### src/soc_bus_pkg.sv
package soc_bus_pkg;

    // full bus address and data word
    typedef logic [63:0] xlen_t;
    // ram word, also the width of controller registers
    typedef logic [31:0] word_t;
    // interrupt priority and threshold
    typedef logic [2:0] prio_t;

    // load/store encodings as driven by the processor
    typedef enum logic [2:0] {
        LS_BYTE   = 3'd0,
        LS_HALF   = 3'd1,
        LS_WORD   = 3'd2,
        LS_DOUBLE = 3'd3,
        LS_BYTE_U = 3'd4,
        LS_HALF_U = 3'd5,
        LS_WORD_U = 3'd6
    } ls_type_t;

    // on-chip ram window
    localparam xlen_t RAM_BASE = 64'h0000_0000_8000_0000;
    localparam int RAM_WORDS = 512;
    typedef logic [$clog2(RAM_WORDS)-1:0] ram_index_t;

    // interrupt controller window and register map
    localparam xlen_t PLIC_BASE = 64'h0000_0000_0C00_0000;
    localparam xlen_t PLIC_PENDING_OFS = 64'h1000;
    localparam xlen_t PLIC_ENABLE_OFS = 64'h2000;
    localparam xlen_t PLIC_CTX_ENABLE_STRIDE = 64'h80;
    localparam xlen_t PLIC_THRESHOLD_OFS = 64'h20_0000;
    localparam xlen_t PLIC_CLAIM_OFS = 64'h20_0004;
    localparam xlen_t PLIC_CTX_STRIDE = 64'h1000;
    localparam xlen_t PLIC_SPAN = 64'h40_0000;
    localparam int PLIC_IDS = 6;

    // id raised by the external source
    localparam int IRQ_ID = 1;

endpackage

### src/bus_target_if.sv
interface bus_target_if;

    // request side, driven by the sequencer
    // one-cycle pulses
    logic rd_strb;
    logic wr_strb;
    // address relative to the target base
    soc_bus_pkg::xlen_t offset;
    soc_bus_pkg::ls_type_t ls_type;
    soc_bus_pkg::xlen_t wdata;

    // response side, driven by the target
    // rdata only valid while ack is high
    soc_bus_pkg::xlen_t rdata;
    logic ack;

    modport target (
        input  rd_strb, wr_strb, offset, ls_type, wdata,
        output rdata, ack
    );

    modport initiator (
        output rd_strb, wr_strb, offset, ls_type, wdata,
        input  rdata, ack
    );

endinterface

### src/bus_sequencer.sv
module bus_sequencer (
    input logic CLOCK_50,
    input logic KEY0,
    input soc_bus_pkg::xlen_t bus_address,
    input soc_bus_pkg::xlen_t bus_write_data,
    input logic bus_read_enable,
    input logic bus_write_enable,
    input soc_bus_pkg::ls_type_t bus_ls_type,
    output soc_bus_pkg::xlen_t bus_read_data,
    output logic bus_read_done,
    output logic bus_write_done,
    bus_target_if.initiator ram,
    bus_target_if.initiator plic
);
    import soc_bus_pkg::*;

    typedef enum logic [1:0] {
        SEQ_IDLE,
        SEQ_ISSUE,
        SEQ_WAIT_ACK,
        SEQ_RESPOND
    } seq_state_t;

    seq_state_t state;

    // request held for the whole access
    xlen_t req_addr;
    xlen_t req_wdata;
    ls_type_t req_ls;
    logic req_rd;

    logic accept;
    logic ram_hit;
    logic plic_hit;

    // enables outside idle are dropped
    assign accept = (state == SEQ_IDLE) && (bus_read_enable || bus_write_enable);

    // window decode on the held address
    assign ram_hit = (req_addr >= RAM_BASE)
        && (req_addr < RAM_BASE + xlen_t'(RAM_WORDS * 4));
    assign plic_hit = (req_addr >= PLIC_BASE) && (req_addr < PLIC_BASE + PLIC_SPAN);

    // both targets see the same request, only the strobe differs
    assign ram.offset = req_addr - RAM_BASE;
    assign ram.ls_type = req_ls;
    assign ram.wdata = req_wdata;
    assign plic.offset = req_addr - PLIC_BASE;
    assign plic.ls_type = req_ls;
    assign plic.wdata = req_wdata;

    always_ff @(posedge CLOCK_50) begin
        if (accept) begin
            req_addr <= bus_address;
            req_wdata <= bus_write_data;
            req_ls <= bus_ls_type;
        end
    end

    always_ff @(posedge CLOCK_50 or negedge KEY0) begin
        if (!KEY0) begin
            state <= SEQ_IDLE;
            req_rd <= 1'b0;
            bus_read_done <= 1'b1;
            bus_write_done <= 1'b1;
            bus_read_data <= '0;
            ram.rd_strb <= 1'b0;
            ram.wr_strb <= 1'b0;
            plic.rd_strb <= 1'b0;
            plic.wr_strb <= 1'b0;
        end else begin
            // strobes last one cycle
            ram.rd_strb <= 1'b0;
            ram.wr_strb <= 1'b0;
            plic.rd_strb <= 1'b0;
            plic.wr_strb <= 1'b0;
            case (state)
                SEQ_IDLE: begin
                    if (accept) begin
                        // read wins if both pulse together
                        req_rd <= bus_read_enable;
                        state <= SEQ_ISSUE;
                    end
                end
                SEQ_ISSUE: begin
                    if (req_rd)
                        bus_read_done <= 1'b0;
                    else
                        bus_write_done <= 1'b0;
                    if (ram_hit) begin
                        ram.rd_strb <= req_rd;
                        ram.wr_strb <= !req_rd;
                        state <= SEQ_WAIT_ACK;
                    end else if (plic_hit) begin
                        plic.rd_strb <= req_rd;
                        plic.wr_strb <= !req_rd;
                        state <= SEQ_WAIT_ACK;
                    end else begin
                        // nothing mapped here, finish locally
                        state <= SEQ_RESPOND;
                    end
                end
                SEQ_WAIT_ACK: begin
                    if (ram.ack || plic.ack) begin
                        if (req_rd) begin
                            bus_read_data <= ram.ack ? ram.rdata : plic.rdata;
                            bus_read_done <= 1'b1;
                        end else begin
                            bus_write_done <= 1'b1;
                        end
                        state <= SEQ_IDLE;
                    end
                end
                default: begin
                    // unmapped read returns zero, write is dropped
                    if (req_rd) begin
                        bus_read_data <= '0;
                        bus_read_done <= 1'b1;
                    end else begin
                        bus_write_done <= 1'b1;
                    end
                    state <= SEQ_IDLE;
                end
            endcase
        end
    end

endmodule

### src/flat_wrapper.sv
// flat-port wrapper written by rule: the top's interface ports become plain ports
module bus_sequencer_flat import soc_bus_pkg::*;
  (CLOCK_50, KEY0, bus_address, bus_write_data, bus_read_enable, bus_write_enable, bus_ls_type, bus_read_data, bus_read_done, bus_write_done, ram_rd_strb, ram_wr_strb, ram_offset, ram_ls_type, ram_wdata, ram_rdata, ram_ack, plic_rd_strb, plic_wr_strb, plic_offset, plic_ls_type, plic_wdata, plic_rdata, plic_ack);
  bus_target_if ram_i ();
  bus_target_if plic_i ();
  input logic CLOCK_50;
  input logic KEY0;
  input soc_bus_pkg::xlen_t bus_address;
  input soc_bus_pkg::xlen_t bus_write_data;
  input logic bus_read_enable;
  input logic bus_write_enable;
  input soc_bus_pkg::ls_type_t bus_ls_type;
  output soc_bus_pkg::xlen_t bus_read_data;
  output logic bus_read_done;
  output logic bus_write_done;
  output wire logic [$bits(ram_i.rd_strb)-1:0] ram_rd_strb;
  output wire logic [$bits(ram_i.wr_strb)-1:0] ram_wr_strb;
  output wire logic [$bits(ram_i.offset)-1:0] ram_offset;
  output wire logic [$bits(ram_i.ls_type)-1:0] ram_ls_type;
  output wire logic [$bits(ram_i.wdata)-1:0] ram_wdata;
  input wire logic [$bits(ram_i.rdata)-1:0] ram_rdata;
  input wire logic [$bits(ram_i.ack)-1:0] ram_ack;
  output wire logic [$bits(plic_i.rd_strb)-1:0] plic_rd_strb;
  output wire logic [$bits(plic_i.wr_strb)-1:0] plic_wr_strb;
  output wire logic [$bits(plic_i.offset)-1:0] plic_offset;
  output wire logic [$bits(plic_i.ls_type)-1:0] plic_ls_type;
  output wire logic [$bits(plic_i.wdata)-1:0] plic_wdata;
  input wire logic [$bits(plic_i.rdata)-1:0] plic_rdata;
  input wire logic [$bits(plic_i.ack)-1:0] plic_ack;
  assign ram_rd_strb = ram_i.rd_strb;
  assign ram_wr_strb = ram_i.wr_strb;
  assign ram_offset = ram_i.offset;
  assign ram_ls_type = ram_i.ls_type;
  assign ram_wdata = ram_i.wdata;
  assign ram_i.rdata = ram_rdata;
  assign ram_i.ack = ram_ack;
  assign plic_rd_strb = plic_i.rd_strb;
  assign plic_wr_strb = plic_i.wr_strb;
  assign plic_offset = plic_i.offset;
  assign plic_ls_type = plic_i.ls_type;
  assign plic_wdata = plic_i.wdata;
  assign plic_i.rdata = plic_rdata;
  assign plic_i.ack = plic_ack;
  bus_sequencer u_core (.CLOCK_50(CLOCK_50), .KEY0(KEY0), .bus_address(bus_address), .bus_write_data(bus_write_data), .bus_read_enable(bus_read_enable), .bus_write_enable(bus_write_enable), .bus_ls_type(bus_ls_type), .bus_read_data(bus_read_data), .bus_read_done(bus_read_done), .bus_write_done(bus_write_done), .ram(ram_i), .plic(plic_i));
endmodule
### config.mk
export PLATFORM = sky130hd
export DESIGN_NAME = bus_sequencer_flat
export DESIGN_NICKNAME = d
export VERILOG_FILES = /design/src/soc_bus_pkg.sv /design/src/bus_target_if.sv /design/src/bus_sequencer.sv /design/src/flat_wrapper.sv
export SDC_FILE = /design/constraint.sdc
export NUM_CORES = 1
export LEC_CHECK = 0
export BUFFER_PORTS_ARGS = -buffer_cell sky130_fd_sc_hd__buf_2
export CAP_MARGIN = 15
export CORE_AREA = 2 2 231 233
export CTS_BUF_LIST = sky130_fd_sc_hd__clkbuf_4
export DETAILED_ROUTE_END_ITERATION = 6
export DIE_AREA = 0 0 233 235
export GPL_ROUTABILITY_DRIVEN = 0
export SLEW_MARGIN = 20
export SYNTH_ARGS = -nofsm -noshare
export SYNTH_HDL_FRONTEND = slang
export SYNTH_SLANG_ARGS = --single-unit
### constraint.sdc
create_clock -name CLOCK_50 -period 3.73 [get_ports CLOCK_50]
set_input_delay 0 -clock CLOCK_50 [delete_from_list [all_inputs] [get_ports CLOCK_50]]
set_output_delay 0 -clock CLOCK_50 [all_outputs]
set_load 0.01 [all_outputs]
==> results.cfg, run 1 <==
[logic_synthesis]
syn_area_um2 = 9830
ys_ff_latch = 204
avgSynthCellArea_um2 = 12.5
netlist.area_leader.share = 0.400
yosysTopAreaCell = edfxtp_1
synth_edf_count = 131
async_reset_ff_frac = 0.358
yosysWarningCount = 0
synth_area_leaders = edfxtp_1 (40%), dfrtp_1 (18%), buf_4 (9.5%)
synthFlopType = edfxtp_1
yosysUniqueCellTypes = 42
netlist_instances = 784
ys_seq_area_frac = 0.586
synth_nets = 1053

[cts]
clk_path_buf_depth = 3
cts_hold_buf = 404
cts_buffers = 60
cts_sinks = 204
root_buffer = clkbuf_4
post-cts-setup-buffers = 0
cts_max_level = 2
cts_resized = 0

[die]
die_y_um = 235
num_rows = 84
start_util = 0.188
dieWidth_um = 233
num_io_pins = 597

[run_status]
stop_stage = clock tree synthesis (4_1_cts)
error_line = [ERROR RSZ-0060] Max buffer count reached.
outcome = did not finish

[placement]
preCtsSetupSlack_ns = 1.23
numPortBuffers = 596
dp_hpwl_um = 28400
-- through the flow --
stage                     instance area [um^2]  std cells
after detailed placement                 12600       1906
after global placement                   12600       1906
after floorplan                           9830        784
-- cell families after synthesis --
| logic type | synth area share |
|---|---|
| buffers and inverters | 0.118 |
| DFF | 0.586 |
| muxes | 0.0651 |
| AOI/OAI and AO/OA | 0.0584 |
| xor gates and xnor gates | 0.0597 |
| adders and majority gates | 0.00509 |
| and+or+nand+nor | 0.108 |
-- synth_stat cells (all sizes together) (2+ instances only) --
library cell,count
nor4,25
nand4,8
nor4b,2
o31ai,64
a21oi,2
and4,2
mux2i,64
edfxtp,131
nand3,7
xnor2,17
nand3b,3
clkbuf,31
ha,4
xor2,50
or4,3
nor2,20
buf,138
dfrtp,71
o21ai,4
inv,7
nand2,79
dfstp,2
or3,5
nor3,35
a21o,3
==> run 2: changes to the inputs <==
CORE_AREA = 2 2 232 234   (was 2 2 231 233)
CTS_BUF_LIST = default   (was sky130_fd_sc_hd__clkbuf_4)
DIE_AREA = 0 0 234 236   (was 0 0 233 235)
PLACE_DENSITY_LB_ADDON = 0.15   (was default)
clock period = 4.8 ns   (was 3.73 ns; I/O delays follow)
==> results.cfg, run 2 <==
[routing]
drc_errors = 0
wl_met2_um = 20400
final_antenna_net_count = 0
avgRoutedWirePerCell_um = 18.0
routed-wl-met3_um = 1980
drt-met1-wl_um = 16500
viasPerCell = 3.94
top_layer = met4
drt_pre_antenna_iters = 4
drtIter0Drc = 325
vias = 8764
routed_wl_um = 40200

[die]
dieWidth_um = 234
core_area_um2 = 53100
die_y_um = 236
start_util = 0.185
die-area_um2 = 55200
num_io_pins = 597
num_rows = 85

[logic_synthesis]
avgSynthCellArea_um2 = 12.5
yosys-top-cells-count = edfxtp_1 (131), buf_4 (125), nand2_1 (79), dfrtp_1 (71)
synth_compound_area_frac = 0.0584
muxShareOfSynthArea = 0.0651
post-synth-top-count-cell = edfxtp_1
synthFlopType = edfxtp_1
synth_edf_count = 131
syn_area_um2 = 9830
ys_seq_area_frac = 0.586
async_reset_ff_frac = 0.358
synth_top_family_by_area = buffers and inverters
synth_area_leaders = edfxtp_1 (40%), dfrtp_1 (18%), buf_4 (9.5%)
netlist.area_leader.share = 0.400
yosysTopAreaCell = edfxtp_1
synth_adder_area_share = 0.00509
synth-simple-area-share = 0.108
yosysWarningCount = 0
synth_nets = 1053
yosysUniqueCellTypes = 42
netlist_instances = 784
ys_ff_latch = 204
synth_xor_area_frac = 0.0597

[final_layout]
diodes = 0
final_common_cell = buf_2
drive_gt1_frac = 0.438
fillCellCount = 5591
final_cell_area_um2 = 16100
syn2layout_area_growth_pct = 64.1
nets = 1781
most-common-layout-cells = buf_2 (594), dlygate4sd3_1 (264), edfxtp_1 (131)

[setup_path]
worst-path-max-fanout = 7
path_class = reg -> out
start_kind = register
cp_slowest_cell = a2111oi_2
cpPeakStageDelay_ns = 0.91
critPathCaptureType = output pin
worstPathCellList = a2111oi_2 > nand3_1 > nor4_2 > xor2_1 > buf_2
worst_ep_arrival_time_ns = 3.07
cp_data_required_time_ns = 4.80

[cts]
cts_tree = yes
clk_path_buf_depth = 3
cts_buffers = 27
cts_resized = 0
cts_sinks = 204
cts_max_level = 1
clk_latency_ns = 0.55
clk_pin_slew_worst_paths_ns = 0.06
root_buffer = clkbuf_16

[sta]
timing.setup.tns_ns = 0
fin_worst_skew_ns = 0.0136
period_minus_slack_ns = 3.07
setup_viol = 0
relSlewSlack = 0.361
worstMarginPinSlew_ns = 0.959
fmax_ghz = 0.325
slew_viol_final = 0
rsz0062_at_grt = no
fin_crit_sh = 0.640
hold_viol_final = 0

[global_route]
grt_pass1_wl_um = 57700
gr-total-overflow = 0
grt_antenna_before_repair = 0
first_global_vias = 9120
grt_max_degree = 113
track_usage = 0.139

[power]
p_leak_nw = 7.29
p_seq_frac = 0.396
p_sw_frac = 0.363
ir_worst_vdd_mv = 0.244
combPwrFrac = 0.325
switching_power_mw = 2.54
clkPwrFrac = 0.279
p_int_mw = 4.46
power.density_nw_per_um2 = 434

[placement]
placed_area_um2 = 12700
numPortBuffers = 596
dp_hpwl_um = 29900

[flow_run]
maxCapViolations = 0

[run_status]
outcome = complete, no violations

[hold_path]
hp-class = in -> reg
run 2: cells by family after synthesis:
logic type	after synthesis
AND/OR/NAND/NOR	192
AO/OA/AOI/OAI	77
flip-flops	204
adder cells (fa/ha/maj)	4
multiplexers	64
XOR/XNOR	67
buffers and inverters	176
run 2: worst paths after layout:
kind	startpoint	to	slack (ns)	cells past startpoint
max	u_core.req_addr[28]	plic_offset[61]	1.73	5
min	bus_write_data[49]	u_core.plic.wdata[49]	0.15	2
max reg2reg	u_core.state[1]	u_core.req_addr[55]	2.44	3
min reg2reg	u_core.bus_read_data[24]	u_core.bus_read_data[24]	0.47	2
max in group asynchronous	KEY0	u_core.plic.wr_strb	3.76	3
min in group asynchronous	KEY0	u_core.ram.wr_strb	0.30	3
run 2: metal layers:
metal	track usage	vias up
met2	0.247	316
met1	0.170	4232
met3	0.0241	59
li1	-	4157
met5	0	-
met4	0.0437	0
run 2: layout make-up:
class / instances / area (um^2) / share of cell area
repair buffers: 868 / 5720 / 0.354
inverters: 7 / 26.3 / 0.00163
clock buffers: 35 / 736 / 0.0456
well taps: 696 / 871 / 0.0540
clock inverters: 12 / 98.8 / 0.00613
multi-input cells: 404 / 2930 / 0.181
flip-flops and latches: 204 / 5760 / 0.357
run 2: metrics by stage:
| step | cells | setup slack [ns] | power [mW] | hold WS, ns | util |
|---|---|---|---|---|---|
| after detailed placement | 1915 | 2.28 | 4.94 | -0.139 | 0.239 |
| final | 2226 | 1.73 | 7.00 | 0.149 | 0.304 |
| after CTS | 2226 | 1.66 | 7.14 | 0.109 | 0.304 |
| after global routing | 2226 | 1.47 | 7.40 | 0.133 | 0.304 |
| after floorplan | 784 | 0.660 | 4.02 | -0.296 | - |
| after global placement | 1915 | 2.28 | 4.94 | -0.135 | 0.239 |
run 2: worst max-delay path: cells and delay by family (launching register included):
kind / cells / cell delay [ns]
buf+inv: 1 / 0.19
flops: 1 / 0.55
simple gates: 2 / 0.69
compound gates: 1 / 0.91
xor+xnor: 1 / 0.18
run 2: what timing repair did:
item / in CTS / in global routing
hold endpoints to repair: 269 / 0
setup buffers: 0 / 0
hold buffers: 264 / 0
run 2: power by group through the flow:
stage / clock network (mW) / logic [mW] / registers, mW
2_1_floorplan: 0 / 1.14 / 2.88
6_report: 1.95 / 2.28 / 2.77
3_5_place_dp: 0 / 2.14 / 2.80
3_3_place_gp: 0 / 2.14 / 2.79
4_1_cts: 2.03 / 2.34 / 2.78
5_1_grt: 2.09 / 2.47 / 2.84
(Power assumes the default switching activity.)
