`src/soc_bus_pkg.sv`:
```
package soc_bus_pkg;

    // full bus address and data word
    typedef logic [63:0] xlen_t;
    // ram word, also the width of controller registers
    typedef logic [31:0] word_t;
    // interrupt priority and threshold
    typedef logic [2:0] prio_t;

    // load/store encodings as driven by the processor
    typedef enum logic [2:0] {
        LS_BYTE   = 3'd0,
        LS_HALF   = 3'd1,
        LS_WORD   = 3'd2,
        LS_DOUBLE = 3'd3,
        LS_BYTE_U = 3'd4,
        LS_HALF_U = 3'd5,
        LS_WORD_U = 3'd6
    } ls_type_t;

    // on-chip ram window
    localparam xlen_t RAM_BASE = 64'h0000_0000_8000_0000;
    localparam int RAM_WORDS = 512;
    typedef logic [$clog2(RAM_WORDS)-1:0] ram_index_t;

    // interrupt controller window and register map
    localparam xlen_t PLIC_BASE = 64'h0000_0000_0C00_0000;
    localparam xlen_t PLIC_PENDING_OFS = 64'h1000;
    localparam xlen_t PLIC_ENABLE_OFS = 64'h2000;
    localparam xlen_t PLIC_CTX_ENABLE_STRIDE = 64'h80;
    localparam xlen_t PLIC_THRESHOLD_OFS = 64'h20_0000;
    localparam xlen_t PLIC_CLAIM_OFS = 64'h20_0004;
    localparam xlen_t PLIC_CTX_STRIDE = 64'h1000;
    localparam xlen_t PLIC_SPAN = 64'h40_0000;
    localparam int PLIC_IDS = 6;

    // id raised by the external source
    localparam int IRQ_ID = 1;

endpackage

```
`src/bus_target_if.sv`:
```
interface bus_target_if;

    // request side, driven by the sequencer
    // one-cycle pulses
    logic rd_strb;
    logic wr_strb;
    // address relative to the target base
    soc_bus_pkg::xlen_t offset;
    soc_bus_pkg::ls_type_t ls_type;
    soc_bus_pkg::xlen_t wdata;

    // response side, driven by the target
    // rdata only valid while ack is high
    soc_bus_pkg::xlen_t rdata;
    logic ack;

    modport target (
        input  rd_strb, wr_strb, offset, ls_type, wdata,
        output rdata, ack
    );

    modport initiator (
        output rd_strb, wr_strb, offset, ls_type, wdata,
        input  rdata, ack
    );

endinterface

```
`src/plic_regs.sv`:
```
module plic_regs (
    input logic CLOCK_50,
    input logic KEY0,
    bus_target_if.target bus,
    input logic irq_source,
    output logic meip,
    output logic msip
);
    import soc_bus_pkg::*;

    // priority per id, 4 bytes apart from offset 0
    prio_t prio [PLIC_IDS];
    // global pending bitmap
    word_t pending;
    // per context registers
    word_t enable [2];
    prio_t threshold [2];
    word_t claim [2];

    logic prio_sel;
    logic [$clog2(PLIC_IDS)-1:0] prio_id;
    logic pending_sel;
    logic [1:0] enable_sel;
    logic [1:0] threshold_sel;
    logic [1:0] claim_sel;
    xlen_t rd_val;

    // only the source id takes part in the claim
    // priority and threshold are kept for software, no gating
    always_comb begin
        for (int c = 0; c < 2; c++) begin
            if (pending[IRQ_ID] && enable[c][IRQ_ID])
                claim[c] = word_t'(IRQ_ID);
            else
                claim[c] = '0;
        end
    end

    // context 0 is machine external, context 1 goes out as msip
    assign meip = (claim[0] != '0);
    assign msip = (claim[1] != '0);

    // register decode
    assign prio_sel = ((bus.offset >> 2) < xlen_t'(PLIC_IDS));
    assign prio_id = bus.offset[2 +: $clog2(PLIC_IDS)];
    assign pending_sel = (bus.offset == PLIC_PENDING_OFS);

    always_comb begin
        for (int c = 0; c < 2; c++) begin
            enable_sel[c] = (bus.offset == PLIC_ENABLE_OFS
                + xlen_t'(c) * PLIC_CTX_ENABLE_STRIDE);
            threshold_sel[c] = (bus.offset == PLIC_THRESHOLD_OFS
                + xlen_t'(c) * PLIC_CTX_STRIDE);
            claim_sel[c] = (bus.offset == PLIC_CLAIM_OFS
                + xlen_t'(c) * PLIC_CTX_STRIDE);
        end
    end

    // readback mux, holes read as zero
    always_comb begin
        rd_val = '0;
        if (prio_sel)
            rd_val = xlen_t'(prio[prio_id]);
        if (pending_sel)
            rd_val = xlen_t'(pending);
        for (int c = 0; c < 2; c++) begin
            if (enable_sel[c])
                rd_val = xlen_t'(enable[c]);
            if (threshold_sel[c])
                rd_val = xlen_t'(threshold[c]);
            if (claim_sel[c])
                rd_val = xlen_t'(claim[c]);
        end
    end

    always_ff @(posedge CLOCK_50 or negedge KEY0) begin
        if (!KEY0) begin
            for (int i = 0; i < PLIC_IDS; i++) begin
                prio[i] <= '0;
            end
            for (int c = 0; c < 2; c++) begin
                enable[c] <= '0;
                threshold[c] <= '0;
            end
            pending <= '0;
            bus.ack <= 1'b0;
        end else begin
            // every strobe answered next cycle
            bus.ack <= bus.rd_strb || bus.wr_strb;
            if (bus.wr_strb) begin
                if (prio_sel)
                    prio[prio_id] <= bus.wdata[2:0];
                for (int c = 0; c < 2; c++) begin
                    if (enable_sel[c])
                        enable[c] <= bus.wdata[31:0];
                    if (threshold_sel[c])
                        threshold[c] <= bus.wdata[2:0];
                end
                // claim writes (completion) just ack
            end
            if (bus.rd_strb) begin
                // reading a claim retires that id
                for (int c = 0; c < 2; c++) begin
                    if (claim_sel[c] && claim[c] != '0)
                        pending[claim[c][4:0]] <= 1'b0;
                end
            end
            // a source still high keeps it pending
            if (irq_source)
                pending[IRQ_ID] <= 1'b1;
        end
    end

    always_ff @(posedge CLOCK_50) begin
        if (bus.rd_strb)
            bus.rdata <= rd_val;
    end

endmodule

```
`src/flat_wrapper.sv`:
```
// flat-port wrapper written by rule: the top's interface ports become plain ports
module plic_regs_flat import soc_bus_pkg::*;
  (CLOCK_50, KEY0, irq_source, meip, msip, bus_rd_strb, bus_wr_strb, bus_offset, bus_ls_type, bus_wdata, bus_rdata, bus_ack);
  bus_target_if bus_i ();
  input logic CLOCK_50;
  input logic KEY0;
  input logic irq_source;
  output logic meip;
  output logic msip;
  input wire logic [$bits(bus_i.rd_strb)-1:0] bus_rd_strb;
  input wire logic [$bits(bus_i.wr_strb)-1:0] bus_wr_strb;
  input wire logic [$bits(bus_i.offset)-1:0] bus_offset;
  input wire logic [$bits(bus_i.ls_type)-1:0] bus_ls_type;
  input wire logic [$bits(bus_i.wdata)-1:0] bus_wdata;
  output wire logic [$bits(bus_i.rdata)-1:0] bus_rdata;
  output wire logic [$bits(bus_i.ack)-1:0] bus_ack;
  assign bus_i.rd_strb = bus_rd_strb;
  assign bus_i.wr_strb = bus_wr_strb;
  assign bus_i.offset = bus_offset;
  assign bus_i.ls_type = bus_ls_type;
  assign bus_i.wdata = bus_wdata;
  assign bus_rdata = bus_i.rdata;
  assign bus_ack = bus_i.ack;
  plic_regs u_core (.CLOCK_50(CLOCK_50), .KEY0(KEY0), .bus(bus_i), .irq_source(irq_source), .meip(meip), .msip(msip));
endmodule
```
`config.mk`:
```
export PLATFORM = sky130hd
export DESIGN_NAME = plic_regs_flat
export DESIGN_NICKNAME = d
export VERILOG_FILES = /design/src/soc_bus_pkg.sv /design/src/bus_target_if.sv /design/src/plic_regs.sv /design/src/flat_wrapper.sv
export SDC_FILE = /design/constraint.sdc
export NUM_CORES = 1
export LEC_CHECK = 0
export ABC_AREA = 1
export BUFFER_PORTS_ARGS = -buffer_cell sky130_fd_sc_hd__buf_2
export CAP_MARGIN = 20
export CORE_MARGIN = 2
export CORE_UTILIZATION = 35
export DETAILED_ROUTE_END_ITERATION = 8
export GPL_TIMING_DRIVEN = 1
export SLEW_MARGIN = 30
export SYNTH_ARGS = -nofsm -noshare
export SYNTH_HDL_FRONTEND = slang
export SYNTH_SLANG_ARGS = --single-unit
```
`constraint.sdc`:
```
create_clock -name CLOCK_50 -period 3.9 [get_ports CLOCK_50]
set_input_delay 0.39 -clock CLOCK_50 [delete_from_list [all_inputs] [get_ports CLOCK_50]]
set_output_delay 0.39 -clock CLOCK_50 [all_outputs]
set_load 0.01 [all_outputs]
```
==> results of run 1 <==
final cells by class:
| cell class | count | area (µm²) | area share |
|---|---|---|---|
| Timing Repair Buffer | 141 | 746 | 0.101 |
| Inverter | 68 | 263 | 0.0356 |
| Sequential cell | 123 | 3240 | 0.439 |
| Clock inverter | 11 | 168 | 0.0227 |
| Multi-Input combinational cell | 476 | 2230 | 0.303 |
| Tap cell | 220 | 275 | 0.0373 |
| Clock buffer | 21 | 450 | 0.0611 |
report_power, final:
group,internal (mW),switching [mW],total [mW]
Clock,1.09,0.554,1.64
Sequential,1.34,0.00483,1.35
Combinational,0.0657,0.115,0.181
Total,2.49,0.674,3.17
cells by family after synthesis:
kind of cell	after synthesis
buffers and inverters	128
flip-flops	123
other	1
AO/OA/AOI/OAI	163
AND/OR/NAND/NOR	281
Yosys cell counts:
cell / number
clkbuf_1: 8
buf_4: 33
dfrtp_1: 91
inv_1: 62
conb_1: 1
nand3_2: 5
nand2_4: 2
o211ai_1: 1
buf_6: 4
or2_2: 1
nor2_1: 54
nor2_4: 7
a21oi_1: 10
clkinv_2: 2
or2_1: 1
nand4_1: 6
clkinv_4: 1
nand2_2: 6
nor2_8: 1
o21bai_1: 1
nand3_4: 2
a22oi_1: 1
nand3_1: 15
inv_2: 3
buf_2: 14
clkbuf_2: 1
nand4_4: 1
or2_4: 1
nor3_2: 1
nand2_1: 174
nor2_2: 4
o21ai_1: 97
o21ai_0: 53
edfxtp_1: 32
timing repair:
item	4_1_cts	5_1_grt
hold buffers	0	1
endpoints found under the setup margin	0	0
endpoints found under the hold margin	0	17
gates resized for setup	0	0
worst register-to-register path, cell delays in order, from the launching register on:
cell and delay, ns:
dfrtp_1 0.37, or2_2 0.29, o211ai_1 0.12, a21oi_1 0.10, nand4_1 0.09, nand3_1 0.08, nand2_1 0.07, a21oi_1 0.07
state kept, by name, indices dropped and copies added, names as in the netlist:
register	flops
u_core.enable	64
u_core.bus.rdata	32
u_core.prio	18
u_core.threshold	6
u_core.pending	2
u_core.bus.ack	1
per-stage QoR:
step                area [µm²]  worst slack, ns
global placement          6720             1.12
floorplan                 6130             2.15
global route              7370             1.28
detailed placement        6720             1.13
CTS                       7340             1.54
finish                    7370             1.57
cells in the final DEF (no fill, tap or decap), types with 4 or more instances in the layout:
cell type	synthesis	final
nand3_1	15	15
buf_2	14	134
bufinv_16	0	4
o21ai_1	97	97
inv_2	3	4
inv_1	62	61
nand3_2	5	5
clkinv_2	2	4
buf_4	33	5
nor2_2	4	4
clkbuf_16	0	17
nand2_1	174	174
a21oi_1	10	10
dfrtp_1	91	91
nand4_1	6	6
nand2_2	6	6
o21ai_0	53	53
nor2_4	7	7
edfxtp_1	32	32
conb_1	1	32
nor2_1	54	54
how the worst min path moves through the flow:
stage,to,slack [ns],startpoint
after floorplan,u_core.bus.ack$_DFF_PN0_,0.09,KEY0
after global placement,u_core.pending[0]$_DFFE_PN0P_,0.37,u_core.pending[0]$_DFFE_PN0P_
after detailed placement,u_core.pending[0]$_DFFE_PN0P_,0.37,u_core.pending[0]$_DFFE_PN0P_
after CTS,u_core.prio[0]$_DFFE_PN0P_,0.12,KEY0
after global routing,u_core.pending[1]$_DFFE_PN0P_,0.18,irq_source
final,u_core.pending[1]$_DFFE_PN0P_,0.19,irq_source
per-layer routing:
layer,track usage,up-vias,share of wire
li1,-,2457,-
met1,0.214,2211,0.45
met2,0.263,112,0.48
met3,0.0353,19,0.046
met4,0.0683,0,0.016
met5,0,-,0
==> key figures, run 1 <==
Worst setup path
  – Critical Setup Path Class: primary input to flop
  – Destination of the critical timing path: u_core.enable[16]$_DFFE_PN0P_
  – Required time worst endpoint: 4.17 ns
  – Critical Path Source Type: primary input
  – Total stage count of the critical path: 12
  – Max stage delay on crit path: around 0.47 ns
  – Cell class contributing the biggest share of worst-path delay: simple AND/OR/NAND/NOR gates
  – Largest fanout on the critical path: 64
  – Worst Reg-to-Reg Cells: 7
  – Chain of cells forming the critical path: buf_2 -> nor2_1 -> nand2_1 -> nor2_1 -> nand2_1 -> nor2_4 -> nand3_1 -> clkinv_2 -> buf_4 -> nand2_4 -> nand2_1 -> o21ai_1
  – WP data arrival: 2.61 ns
  – Most frequent CP cell: nand2_1
  – Kind of end point of the critical path: flop
  – Reg-to-reg startpoint: u_core.prio[14]$_DFFE_PN0P_
  – Worst R2R Setup Slack: 2.44 ns
  – Bufs and invs on worst path: 3
  – Launch point of the critical path: bus_offset[54]
  – Master of the slowest instance on the critical path: nand2_4
  – Critical register-to-register path endpoint: u_core.bus.rdata[2]$_SDFFCE_PP0P_

Timing
  – Setup repair after global routing missed its margin: false
  – Worst-case headroom to the max-slew limit: 0.461
  – Setup total negative slack: 0 ns
  – Finish-stage setup viols: 0
  – Slew Limit Fails: 0
  – Layout Skew: 0.00566 ns
  – Fin crit period: 2.33 ns
  – Fin crit share: 0.598
  – Worst hold slack: 0.188 ns
  – Slew at the pin closest to its max-slew limit: 0.808 ns
  – Number of failing hold endpoints at the final stage: 0
  – Peak clock frequency supported by timing: 429 MHz

Die
  – Die outline area: 0.0183 mm²
  – Die height: 135 µm
  – Number of primary I/O pins: 203
  – Row Count: 47
  – DIE WIDTH: between 100 and 150 µm
  – Starting Density: 0.360
  – Floorplan Core Area: 0.0167 mm²

Clock network
  – TritonCTS Sinks: 123
  – Clock Tree Root: clkbuf_16
  – CTS clock-pin slew for the worst setup and hold paths: 0.06 ns
  – TritonCTS clock tree: built
  – Total setup buffers inserted after CTS: 0
  – Clock latency of the later-clocked register in the worst-skew pair: slightly above 0.4 ns
  – Buffers from clock root to sink, at most: 2
  – Cts bufs inserted: 17
  – H-tree depth: 4

Synthesis
  – Simple-gate area share of the yosys netlist: 0.214
  – Number of warning messages in the yosys log: 0
  – Post-synth cell types: 34
  – Post-synthesis instance area: 0.00602 mm²
  – Syn avg cell area: roughly 8.6 µm²
  – Post-synthesis instance total: 696
  – Flops & latches, synth: 123
  – Adder-cell area share of the yosys netlist: 0
  – Synthesized-area fraction occupied by ao, oa, aoi and oai cells: 0.137
  – Mux share of post-synthesis cell area: 0
  – Post-synthesis sequential area ratio: 0.538
  – Xor and xnor area share after synthesis: 0
  – Cell type contributing the most total cell area after synthesis: dfrtp_1
  – Share of the synthesized area in the top cell type: 0.379
  – Combinational family with the most area after synthesis: simple AND/OR/NAND/NOR gates
  – Most area-consuming cells after synthesis: dfrtp_1, edfxtp_1, nand2_1

Global routing
  – Vias in the first global route: roughly 4,600
  – Total congestion overflow: 0
  – Initial antenna violation count: 0
  – Total routing resource utilization after global routing: 0.163
  – Pin count of the biggest net entering global routing: 69
  – Global-route wire length before repair: 23.1 mm

Status
  – Status: complete, no violations

Finish
  – Share of the core filled with cells in the final layout: 0.441
  – Filler cell count in the final layout: about 1,700
  – Finished Layout Cells: 1,060
  – Layout area overhead: 22.6%
  – Number of antenna cells inserted: 0
  – Fraction of layout cells with a size suffix above 1: 0.245
  – Net count, final: ~960

Placed design
  – # port buffers: approximately 140
  – Cell count after placement: 1,026
  – HPWL reported at the end of detailed placement: between 9 and 10 mm
  – Final estimated routing congestion in global placement: 0.801

Power and ir drop
  – Overall power: between 3 and 4 mW
  – Cell area power density: 429 mW/mm²
  – Worst VDD drop: 0.000305 V
  – Leak: around 3.5 nW

Min path
  – Number of instances on the worst hold path: 2
  – Worst min-delay path class: primary input to flop

Routing
  – Wirelength per Cell: between 10 and 15 µm
  – Iter 0 DRT Violations: 269
  – DRC errors left: 0
  – Via total after detailed routing: 4,799
  – Wire length reported by the detailed router: roughly 14 mm
  – Number of nets with antenna violations after detailed routing: 0
  – Number of detailed-routing iterations run before antenna repair: 5
  – Routed via count divided by cell count: 4.53

Run
  – Max-cap violations: 0
No activity file was read; power rests on OpenSTA's default activity.
==> inputs of run 2 (changes only) <==
Clock period 3.9 ns to 1.9 ns, I/O delays scaled along.
==> key figures, run 2 (synthesis gave the netlist of run 1 again) <==
Finish
  – Register with the highest flop count: u_core.enable
  – Net count, final: approximately 1,000
  – Area of all sequential standard cells: 0.00324 mm²
  – Largest regs: u_core.enable: 64 flops, u_core.bus.rdata: 32 flops, u_core.prio: 18 flops
  – Area taken by multi-input logic gates: 0.00223 mm²
  – Layout area overhead: 26.2%
  – Most common cell after layout, fill and taps aside: nand2_1
  – Filler cell count in the final layout: 1,690
  – Fraction of layout cells with a size suffix above 1: 0.262
  – Flip-flop count of the largest register, all copies and words added: 64
  – Number of antenna cells inserted: 0
  – Highest-count cells in the layout ignoring fill and taps: nand2_1, buf_2, o21ai_1

Worst setup path
  – Required time worst endpoint: 2.06 ns
  – Critical Setup Path Class: flop to flop
  – Kind of end point of the critical path: flop
  – Largest fanout on the critical path: 2
  – WP data arrival: 1.59 ns
  – Critical Path Source Type: flop

Die
  – Number of primary I/O pins: ~200
  – Die outline area: 0.0183 mm²
  – DIE WIDTH: 135 µm
  – Starting Density: 0.360
  – Floorplan Core Area: around 0.017 mm²
  – Row Count: 47
  – Die height: 135 µm

Routing
  – Number of nets with antenna violations after detailed routing: 0
  – Wire length reported by the detailed router: between 10 and 15 mm
  – Routed via count divided by cell count: between 4 and 5
  – Wirelength per Cell: 13.4 µm
  – DRC errors left: 0
  – Via total after detailed routing: a little under 5,000
  – Iter 0 DRT Violations: ~300
  – Number of detailed-routing iterations run before antenna repair: 7

Clock network
  – Total setup buffers inserted after CTS: 0
  – Clock Tree Root: clkbuf_16
  – Post-CTS Hold Fix Bufs: 2
  – Count of instances resized after the clock tree is built: 0
  – H-tree depth: 4
  – TritonCTS clock tree: built
  – CTS clock-pin slew for the worst setup and hold paths: 0.06 ns
  – TritonCTS Sinks: between 100 and 150
  – Buffers from clock root to sink, at most: 2
  – Clock latency of the later-clocked register in the worst-skew pair: 0.42 ns
  – Cts bufs inserted: 17

Timing
  – Worst hold slack: 0.0268 ns
  – Finish-stage setup viols: 0
  – Slew Limit Fails: 0
  – Peak clock frequency supported by timing: 702 MHz
  – Setup total negative slack: 0 ns
  – Fin crit period: around 1.4 ns
  – Setup repair after global routing missed its margin: false
  – Number of failing hold endpoints at the final stage: 0
  – Layout Skew: 0.00905 ns
  – Fin crit share: 0.750

Global routing
  – Vias in the first global route: between 4,000 and 5,000
  – Initial antenna violation count: 0
  – Total congestion overflow: 0
  – Global-route wire length before repair: between 20 and 25 mm
  – Total routing resource utilization after global routing: 0.171
  – Pin count of the biggest net entering global routing: 49

Power and ir drop
  – Overall power: 6.52 mW
  – Cell area power density: 859 mW/mm²
  – Leak: approximately 3.6 nW
  – Worst VDD drop: about 0.00066 V

Status
  – Status: complete, no violations

Placed design
  – HPWL reported at the end of detailed placement: 10.2 mm
  – # port buffers: 135
  – Final estimated routing congestion in global placement: 0.825

Run
  – Max-cap violations: 0

Min path
  – Worst min-delay path class: primary input to flop
## run 2: cell count changes in the layout (fill, tap and decap cells not counted), sizes merged
cell and delta:
buf +18, bufinv -1, clkbuf -1, clkinv -1
dlygate4sd3 +1, inv +3
## run 2: worst paths after layout
check                      slack, ns  depth (start not counted)                                end                           from
setup reg to reg                0.48                          7  u_core.bus.rdata[2]$_SDFFCE_PP0P_    u_core.prio[14]$_DFFE_PN0P_
hold / removal                  0.03                          3      u_core.enable[27]$_DFFE_PN0P_                  bus_wdata[27]
hold reg to reg                 0.38                          0      u_core.pending[0]$_DFFE_PN0P_  u_core.pending[0]$_DFFE_PN0P_
max in group asynchronous       1.08                          4      u_core.enable[55]$_DFFE_PN0P_                           KEY0
setup / recovery                0.48                          7  u_core.bus.rdata[2]$_SDFFCE_PP0P_    u_core.prio[14]$_DFFE_PN0P_
min in group asynchronous       0.18                          2         u_core.prio[9]$_DFFE_PN0P_                           KEY0
## run 2: report_power, final
| group | internal [mW] | switching, mW |
|---|---|---|
| logic | 0.143 | 0.240 |
| clock network | 2.18 | 1.20 |
| registers | 2.75 | 0.0111 |
| total | 5.07 | 1.45 |
## run 2: cell type report
type,count,share of cell area
Tap cell,220,0.0363
Multi-Input combinational cell,476,0.294
Clock buffer,20,0.0615
Clock inverter,12,0.0208
Inverter,68,0.0346
Timing Repair Buffer,160,0.126
Sequential cell,123,0.427
## run 2: metrics by stage
step                      instance area [µm²]   util  setup slack, ns  std cells
after floorplan                          6130      -            0.351        727
after global placement                   6950  0.416           0.0832       1045
after detailed placement                 6950  0.416           0.0620       1045
after CTS                                7590  0.455            0.464       1079
after global routing                     7590  0.455            0.262       1079
final                                    7590  0.455            0.476       1079
## run 2: worst max-delay path: stages, from the launching register on
cell,delay [ns]
dfrtp_1,0.38
or2_2,0.29
o211ai_1,0.11
a21oi_1,0.11
nand4_1,0.08
nand3_1,0.07
nand2_1,0.07
a21oi_1,0.06
## run 2: per-layer routing
layer  part of all wire  vias to the layer above  GRT usage  wire [µm]
met5                  0                        -          0          0
met4              0.015                        0     0.0625        210
met3              0.045                       15     0.0447        645
met2               0.49                      104      0.280       7120
met1               0.45                     2255      0.219       6440
li1                   -                     2495          -          -
